**config.mk**
```make
export PLATFORM = sky130hd
export DESIGN_NAME = monopixCore
export DESIGN_NICKNAME = d
export VERILOG_FILES = /design/src/rtl/monoMatrixPkg.sv /design/src/rtl/monoConfPkg.sv /design/src/rtl/matrixCtrlIf.sv /design/src/rtl/globalConfReg.sv /design/src/rtl/bcidCounter.sv /design/src/rtl/matrixDrive.sv /design/src/rtl/monopixCore.sv
export SDC_FILE = /design/constraint.sdc
export NUM_CORES = 1
export LEC_CHECK = 0
export BUFFER_PORTS_ARGS = -buffer_cell sky130_fd_sc_hd__buf_2
export CAP_MARGIN = 10
export CORE_MARGIN = 8
export CORE_UTILIZATION = 50
export CTS_CLUSTER_DIAMETER = 60
export DETAILED_ROUTE_END_ITERATION = 8
export PLACE_DENSITY_LB_ADDON = 0.1
export SLEW_MARGIN = 10
export SYNTH_ARGS = -nofsm -noshare
export SYNTH_HDL_FRONTEND = slang
export SYNTH_SLANG_ARGS = --single-unit
```
**constraint.sdc**
```tcl
create_clock -name ClkBx -period 1.4 [get_ports ClkBx]
set_clock_uncertainty 0.2 [all_clocks]
set_input_delay 0.07 -clock ClkBx [delete_from_list [all_inputs] [get_ports ClkBx]]
set_output_delay 0.07 -clock ClkBx [all_outputs]
set_load 0.01 [all_outputs]
```
**src/rtl/monoMatrixPkg.sv**
```systemverilog
`default_nettype none

package monoMatrixPkg;

    // Front-end flavors, one hit-OR and one timestamp bus each
    localparam int NumFlavors = 4;

    // Columns reachable by the injection pulse
    localparam int NumCols = 16;

    // Digital monitor pixels per flavor
    localparam int DigMonWidth = 8;

    // Bunch-crossing time base
    localparam int BcidWidth = 6;  // Wraps every 64 crossings

    // Gray-coded timestamp as it travels to the columns
    typedef logic [BcidWidth-1:0] bcidT;

endpackage

`default_nettype wire

```
**src/rtl/monoConfPkg.sv**
```systemverilog
`default_nettype none

package monoConfPkg;

    // Switch lines of one DAC selector
    localparam int DacLines = 32;

    // Default DAC line choices
    localparam int VhDefaultLine = 20;    // One-hot VH line
    localparam int IbiasOnLines = 12;     // Thermometer width, centered
    localparam int IbiasLowLine = (DacLines - IbiasOnLines) / 2;

    // Decoded view, first field is the MSB end of the chain
    typedef struct packed {
        logic [monoMatrixPkg::NumFlavors-1:0] EnFlavor;
        logic [monoMatrixPkg::NumFlavors-1:0] EnHitorOut;
        logic [monoMatrixPkg::NumCols-1:0]    ColPulseSel;
        logic                                 InjMonL;
        logic                                 InjMonR;
        logic                                 IresetBit;   // High leakage range when set
        logic [DacLines-1:0]                  VhSel;       // One-hot
        logic [DacLines-1:0]                  IbiasSel;    // Thermometer
    } confFieldsT;

    localparam int ConfBits = $bits(confFieldsT);

    // Same word as the serial chain sees it and as the matrix uses it
    typedef union packed {
        logic [ConfBits-1:0] Flat;
        confFieldsT          Fields;
    } confWordT;

    // Power-up values, matrix controls all off
    localparam confFieldsT DefaultFields = '{
        EnFlavor:    '0,
        EnHitorOut:  '0,
        ColPulseSel: '0,
        InjMonL:     1'b0,
        InjMonR:     1'b0,
        IresetBit:   1'b1,
        VhSel:       DacLines'(1) << VhDefaultLine,
        IbiasSel:    ((DacLines'(1) << IbiasOnLines) - DacLines'(1)) << IbiasLowLine
    };

    // Lines 10 to 21 for IBIAS, line 20 for VH
    localparam confWordT ConfDefault = confWordT'(DefaultFields);

endpackage

`default_nettype wire

```
**src/rtl/matrixCtrlIf.sv**
```systemverilog
`timescale 1ns/10ps
`default_nettype none

interface matrixCtrlIf;

    logic [monoMatrixPkg::NumFlavors-1:0] EnFlavor;     // Timestamp bus enable
    logic [monoMatrixPkg::NumFlavors-1:0] EnHitorOut;   // Hit-OR output enable
    logic [monoMatrixPkg::NumCols-1:0]    ColPulseSel;  // Injected columns
    logic                                 InjMonL;
    logic                                 InjMonR;

    // Configuration side
    modport src (
        output EnFlavor, EnHitorOut, ColPulseSel, InjMonL, InjMonR
    );

    // Matrix side
    modport dst (
        input EnFlavor, EnHitorOut, ColPulseSel, InjMonL, InjMonR
    );

endinterface

`default_nettype wire

```
**src/rtl/globalConfReg.sv**
```systemverilog
`timescale 1ns/10ps
`default_nettype none

module globalConfReg (
    input  logic                              ClkBx,
    input  logic                              reset_ff,
    input  logic                              ShiftEn,
    input  logic                              Load,
    input  logic                              Si,
    input  logic                              DefConf,
    output logic                              So,
    matrixCtrlIf.src                          Ctrl,
    output logic [monoConfPkg::DacLines-1:0]  VhSel,
    output logic [monoConfPkg::DacLines-1:0]  IbiasSel,
    output logic                              IresetBit
);

    import monoConfPkg::*;

    logic [ConfBits-1:0] ShiftChain;
    confWordT            Shadow;
    confWordT            ActiveConf;

    // Serial chain, Si enters at bit 0 and walks toward the MSB
    always_ff @(posedge ClkBx) begin
        if (reset_ff) begin
            ShiftChain <= '0;
        end else if (ShiftEn) begin
            ShiftChain <= {ShiftChain[ConfBits-2:0], Si};
        end
    end

    // Shadow holds the configuration the matrix actually sees
    always_ff @(posedge ClkBx) begin
        if (reset_ff) begin
            Shadow <= '0;
        end else if (Load) begin
            Shadow.Flat <= ShiftChain;
        end
    end

    // Chain MSB is a flop already, so readback moves with each shift
    assign So = ShiftChain[ConfBits-1];

    // Default word wins for as long as DefConf is held
    assign ActiveConf = DefConf ? ConfDefault : Shadow;

    // Field decode toward the matrix
    always_comb begin
        Ctrl.EnFlavor    = ActiveConf.Fields.EnFlavor;
        Ctrl.EnHitorOut  = ActiveConf.Fields.EnHitorOut;
        Ctrl.ColPulseSel = ActiveConf.Fields.ColPulseSel;
        Ctrl.InjMonL     = ActiveConf.Fields.InjMonL;
        Ctrl.InjMonR     = ActiveConf.Fields.InjMonR;
    end

    // DAC selectors leave the core directly
    always_comb begin
        VhSel     = ActiveConf.Fields.VhSel;
        IbiasSel  = ActiveConf.Fields.IbiasSel;
        IresetBit = ActiveConf.Fields.IresetBit;
    end

    // A load during a shift would capture a half-moved word
    ShiftLoadExclusive: assert property (
        @(posedge ClkBx) disable iff (reset_ff)
        !(ShiftEn && Load)
    ) else $error("ShiftEn and Load high in the same cycle");

endmodule

`default_nettype wire

```
**src/rtl/bcidCounter.sv**
```systemverilog
`timescale 1ns/10ps
`default_nettype none

module bcidCounter (
    input  logic               ClkBx,
    input  logic               reset_ff,
    input  logic               ResetBcid,
    output monoMatrixPkg::bcidT Bcid
);

    import monoMatrixPkg::*;

    logic ResetReq;   // ResetBcid one crossing later
    bcidT BinCount;

    always_ff @(posedge ClkBx) begin
        if (reset_ff) begin
            ResetReq <= 1'b0;
            BinCount <= '0;
        end else begin
            ResetReq <= ResetBcid;
            if (ResetReq) begin
                BinCount <= '0;
            end else begin
                BinCount <= BinCount + 1'b1;   // Natural wrap at 64
            end
        end
    end

    // Gray code so the columns never latch a multi-bit transition
    assign Bcid = (BinCount >> 1) ^ BinCount;

    // Only a BCID reset may break the one-bit step
    GrayStep: assert property (
        @(posedge ClkBx) disable iff (reset_ff)
        (!$past(reset_ff) && !$past(ResetReq)) |-> $onehot(Bcid ^ $past(Bcid))
    ) else $error("Bcid changed in more than one bit");

endmodule

`default_nettype wire

```
**src/rtl/matrixDrive.sv**
```systemverilog
`timescale 1ns/10ps
`default_nettype none

module matrixDrive (
    input  logic                                  ClkBx,
    input  logic                                  reset_ff,
    matrixCtrlIf.dst                              Ctrl,
    input  monoMatrixPkg::bcidT                   Bcid,
    input  logic                                  Pulse,
    input  logic [monoMatrixPkg::NumFlavors-1:0]
                 [monoMatrixPkg::DigMonWidth-1:0] DigMon,
    output logic [monoMatrixPkg::NumCols-1:0]     InjIn,
    output logic                                  InjMonLOut,
    output logic                                  InjMonROut,
    output logic [monoMatrixPkg::NumFlavors-1:0]  HitOr,
    output monoMatrixPkg::bcidT [monoMatrixPkg::NumFlavors-1:0] BcidCol
);

    import monoMatrixPkg::*;

    // Test pulse reaches only the selected columns
    assign InjIn      = {NumCols{Pulse}} & Ctrl.ColPulseSel;
    assign InjMonLOut = Pulse & Ctrl.InjMonL;   // Left monitor pixel
    assign InjMonROut = Pulse & Ctrl.InjMonR;   // Right monitor pixel

    // Fast OR of the monitor pixels per flavor
    always_comb begin
        for (int f = 0; f < NumFlavors; f++) begin
            HitOr[f] = (|DigMon[f]) & Ctrl.EnHitorOut[f];
        end
    end

    // Timestamp buses, a disabled flavor sees a quiet bus
    always_ff @(posedge ClkBx) begin
        if (reset_ff) begin
            BcidCol <= '0;
        end else begin
            for (int f = 0; f < NumFlavors; f++) begin
                if (Ctrl.EnFlavor[f]) begin
                    BcidCol[f] <= Bcid;
                end else begin
                    BcidCol[f] <= '0;
                end
            end
        end
    end

endmodule

`default_nettype wire

```
**src/rtl/monopixCore.sv**
```systemverilog
`timescale 1ns/10ps
`default_nettype none

module monopixCore (
    input  logic                                  ClkBx,
    input  logic                                  reset_ff,
    input  logic                                  ShiftEn,
    input  logic                                  Load,
    input  logic                                  Si,
    input  logic                                  DefConf,
    input  logic                                  ResetBcid,
    input  logic                                  Pulse,
    input  logic [monoMatrixPkg::NumFlavors-1:0]
                 [monoMatrixPkg::DigMonWidth-1:0] DigMon,
    output logic                                  So,
    output logic [monoMatrixPkg::NumCols-1:0]     InjIn,
    output logic                                  InjMonLOut,
    output logic                                  InjMonROut,
    output logic [monoMatrixPkg::NumFlavors-1:0]  HitOr,
    output monoMatrixPkg::bcidT [monoMatrixPkg::NumFlavors-1:0] BcidCol,
    output logic [monoConfPkg::DacLines-1:0]      VhSel,
    output logic [monoConfPkg::DacLines-1:0]      IbiasSel,
    output logic                                  IresetBit
);

    import monoMatrixPkg::*;

    bcidT BcidGray;   // Shared time base for all flavors

    matrixCtrlIf i_ctrlIf ();

    // Configuration and time base run side by side
    globalConfReg i_globalConfReg (
        .ClkBx     (ClkBx),
        .reset_ff  (reset_ff),
        .ShiftEn   (ShiftEn),
        .Load      (Load),
        .Si        (Si),
        .DefConf   (DefConf),
        .So        (So),
        .Ctrl      (i_ctrlIf.src),
        .VhSel     (VhSel),
        .IbiasSel  (IbiasSel),
        .IresetBit (IresetBit)
    );

    bcidCounter i_bcidCounter (
        .ClkBx     (ClkBx),
        .reset_ff  (reset_ff),
        .ResetBcid (ResetBcid),
        .Bcid      (BcidGray)
    );

    matrixDrive i_matrixDrive (
        .ClkBx      (ClkBx),
        .reset_ff   (reset_ff),
        .Ctrl       (i_ctrlIf.dst),
        .Bcid       (BcidGray),
        .Pulse      (Pulse),
        .DigMon     (DigMon),
        .InjIn      (InjIn),
        .InjMonLOut (InjMonLOut),
        .InjMonROut (InjMonROut),
        .HitOr      (HitOr),
        .BcidCol    (BcidCol)
    );

endmodule

`default_nettype wire

```
=== After elaboration in Yosys (flattened, before gate mapping) ===
Index checks and enable logic that the tools add are counted.

* $add $sub $neg: 1
* Mux-type cells: 1
* Bitwise gates (word level): 12
* Reductions and logical operators: 9

{| class="wikitable"
|+ Operators by type and width
! operator !! number
|-
| $mux 91 || 1
|-
| $reduce_or 8->1 || 4
|-
| $and 16x16->16 || 1
|-
| $reduce_or 2->1 || 5
|-
| $add 6x1->6 const B || 1
|-
| $and 1x1->1 || 6
|-
| $xor 5x6->6 || 1
|-
| $not 1->1 || 4
|}

* Bits in registers: 213
* Input bits: 40
* Output and inout port bits: 112
* Word-level logic and storage cells: 31

=== Logic depth before layout (Yosys ltp) ===
* Depth after elaboration: 3
* Mapped depth: 4
* Gate-level depth less buffers: 3

=== Modules after synthesis ===
A second synthesis with hierarchy kept.

* Cells, all modules: 800
* Area, all modules: 8,390.5 µm²

{| class="wikitable"
|+ Modules (own cells, without submodules)
! module !! instances !! cells each !! area each (µm²) !! seq. area each (µm²)
|-
| globalConfReg || 1 || 687 || 7,174.4 || 3,643.5
|-
| matrixDrive || 1 || 83 || 890.9 || 480.5
|-
| bcidCounter || 1 || 30 || 325.3 || 140.1
|}

=== Worst setup path after synthesis ===
No wires, ideal clock.

* Path kind: register -> register
* Start point: reg i_bcidCounter.BinCount[2]
* End point: reg i_bcidCounter.BinCount[5]
* Setup time: 121 ps
* Data arrival time: 910 ps
* Data required time: 1,079 ps
* Slack: 169 ps
* Cell stages (with the launch flop): 4
* Period minus slack after synthesis: 1,231 ps
* Cell sequence: dfxtp_1 ha_1 nand3_1 mux2_2

* Word-level cells in the longest chain between the ends: 1

{| class="wikitable"
|+ RTL lines
! what !! line !! text
|-
| start: declaration || bcidCounter.sv:14 || <nowiki>bcidT BinCount;</nowiki>
|-
| start signal: assignment || bcidCounter.sv:25 || <nowiki>BinCount <= BinCount + 1'b1;</nowiki>
|-
| $add 6x1->6 || bcidCounter.sv:25 ||
|}

Every way passes these cells.
A chain may end at the register's enable or synchronous reset.

=== Worst setup path after layout ===
* Start point: reg i_globalConfReg.Shadow[15] (netlist bit)
* End point: out IbiasSel[15] (netlist bit)

* Word-level cells in the longest chain between the ends: 1

{| class="wikitable"
|+ RTL lines
! what !! line !! text
|-
| start: declaration || globalConfReg.sv:21 || <nowiki>confWordT Shadow;</nowiki>
|-
| $mux 91 || globalConfReg.sv:46 || <nowiki>assign ActiveConf = DefConf ? ConfDefault : Shadow;</nowiki>
|-
| end: declaration || monopixCore.sv:22 || <nowiki>output logic [monoConfPkg::DacLines-1:0] IbiasSel,</nowiki>
|}

Every way passes these cells.

==> flow_summary.ini <==
[status]
status = finished, violations left
violations = hold timing, setup timing

[placed_design]
dp_hpwl_um = 10800
place_congestion = 0.788
postPlaceCellArea_um2 = 8980
dpl_worst_slack_ps = 112
placedCellCount = 1104
port_buffers = 151

[yosys]
synth_fp_nets = 819
syn_inst = 775
synth_area_leader_cell = dfxtp_1
synth_edf_count = 0
ys_seq_elements = 213
synth_top_area_share_pct = 52.4
synth.area.top_cells = dfxtp_1 (52%), mux2i_1 (22%), nor2_1 (8.5%)
netlist_area_um2 = 8140
synthDistinctLibCells = 27
synth_ff_type = dfxtp_1
synth.most_common_cell = dfxtp_1
ys_seq_area_share_pct = 52.4
async_reset_ff_share_pct = 0
yosys-top-cells-count = dfxtp_1 (213), nor2_1 (185), mux2i_1 (182), nor2b_1 (52), buf_2 (25)
yosysWarnings = 0
syn_area_per_cell_um2 = 10.5

[floorplanning]
start_util_pct = 51.2
die_area_um2 = 20600
rows = 46
die_x_um = 144
ios = 152
core_area_um2 = 15900
chipHeight_um = 144

[pwr]
switchingPower_mw = 2.64
intPower_mw = 9.93
powerDensity_nw_per_um2 = 1220
p_sw_share_pct = 21.0
leakagePower_nw = 4.99
p_comb_share_pct = 4.9
vdd_drop_max_mv = 0.829
seqPwrFrac_pct = 48.4
clkPwrFrac_pct = 46.7
p_total_mw = 12.6

[cells_and_area]
nets = 983
fillerInstances = 1340
post-route-util_pct = 64.6
fin_cells = 1170
area_growth_syn_to_layout_pct = 26.0
drive_above_1_share_pct = 35.1
regArea_um2 = 4400
diodes = 0
final_area_um2 = 10300
multi_input_area_um2 = 3530

[cts]
clkSinkCount = 213
clk_path_buf_depth = 3
clkTransAtPathRegs_ps = 60
cts_root_buffer = clkbuf_16
insertion_delay_ps = 480
cts_tree = yes
htreeDepth = 1
cts_inserted_buffers = 22

[global_route]
grt_use_total_pct = 17.4
grt_max_degree = 89
grt_pass1_wl_um = 30300
antenna_found_initial = 0
overflow = 0
grt_pass1_vias = 6454

[detailed_routing]
routed_via_density = 4.86
drc = 0
wl_per_cell_um = 14.7
drtPass1Iterations = 4
drtIter0Drc = 246
vias = 5683
finalWirelength_um = 17200
drtAntennaViolNets = 0

[sta]
slew_headroom_pct = 69.1
min_period_over_period_pct = 103
hold_viol = 194
worstMarginPinSlew_ps = 463
setup_viol = 17
worst_slack_ps = -44.0
slew_viol_final = 0
max_freq_ghz = 0.693
layout_min_cycle_time_ps = 1440
finalSetupTns_ps = -331
rsz0062_at_grt = true
hold_slack_ps = -313

[worst_hold_path]
hold_path.class = in2reg
hold_start = reset_ff

[worst_setup_path]
worstPathArrival_ps = 1170
reg2reg_from = i_globalConfReg.ShiftChain[36]
path_max_fanout = 2
cp-startpoint = i_globalConfReg.Shadow[15]
setup.worst_path.class = reg2out
worstSetupStartpointType = register
end_kind = primary output
crit_required_ps = 1130

[job]
maxCapViolCount = 0
cells in the final DEF (no fill, tap or decap), types with 2 or more instances in the layout:
cell,instances
ha_1,4
or2_1,10
xnor2_1,2
mux2i_1,182
buf_6,14
buf_2,134
nor4_1,8
clkbuf_1,4
nor2b_4,6
a21bo_2,2
nand2b_1,4
clkbuf_16,23
dfxtp_2,105
clkinv_2,5
a21oi_1,6
nor2b_1,40
buf_12,9
nand3b_1,2
dlygate4sd3_1,15
and3_1,20
buf_4,16
and3b_1,4
nor2_1,185
dlymetal6s4s_1,3
and2_1,18
nor2b_2,7
clkbuf_8,4
bufinv_16,2
dfxtp_1,108
or2_4,4
per-layer routing:
metal	track usage, %	share of wire (%)	vias up
li1	-	-	2896
met4	3.82	1.5	0
met3	3.52	6.9	24
met1	20.9	45	2635
met2	31.4	47	128
met5	0	0	-
power by group through the flow:
stage	combinational, mW	sequential, mW	clock (mW)
after CTS	0.617	6.08	6.00
after global placement	0.571	6.22	0
after detailed placement	0.579	6.22	0
after floorplan	0.446	6.21	0
final	0.620	6.08	5.86
after global routing	0.668	6.08	6.27
path summary, 6_finish.rpt:
check,slack [ps],cells after the start,endpoint
setup / recovery,-40,2,IbiasSel[15]
setup reg to reg,-10,3,i_globalConfReg.Shadow[36]
hold reg to reg,280,2,i_globalConfReg.Shadow[4]
hold / removal,-310,2,i_globalConfReg.Shadow[85]
registers in the layout, summed over array words and instances (netlist names):
| signal | cells |
|---|---|
| i_globalConfReg.Shadow | 91 |
| i_bcidCounter.ResetReq | 1 |
| i_bcidCounter.BinCount | 6 |
| i_globalConfReg.ShiftChain | 91 |
| i_matrixDrive.BcidCol | 24 |
cells by family (layout without fill, tap and decap cells):
logic type	count (synthesis)	in the layout	share of synthesized area, %
simple gates	313	313	18.7
flops	213	213	52.4
mux	183	183	22.5
buf+inv	52	231	5.00
compound gates	8	8	0.615
fa+ha+maj	4	4	0.615
xor+xnor	2	2	0.215
timing repair:
action                                 in CTS  in global routing
hold buffers                              138                  1
endpoints found under the hold margin     213                 89
pin swaps                                  14                  2
setup endpoints to repair                  24                208
setup buffers                               3                  6
resized for setup                          33                110
worst max-delay path, cell delays in order, from the launching register on:
cell	delay, ps
dfxtp_2	310
or2_1	250
buf_6	130
cell type report:
class / count / area share, %
tap: 216 / 2.63
inverter: 1 / 0.0366
clock buffer: 31 / 6.29
timing repair buffer: 191 / 12.8
multi-input combinational: 510 / 34.5
sequential: 213 / 42.8
clock inverter: 8 / 0.915
No activity file was read; power rests on OpenSTA's default activity.
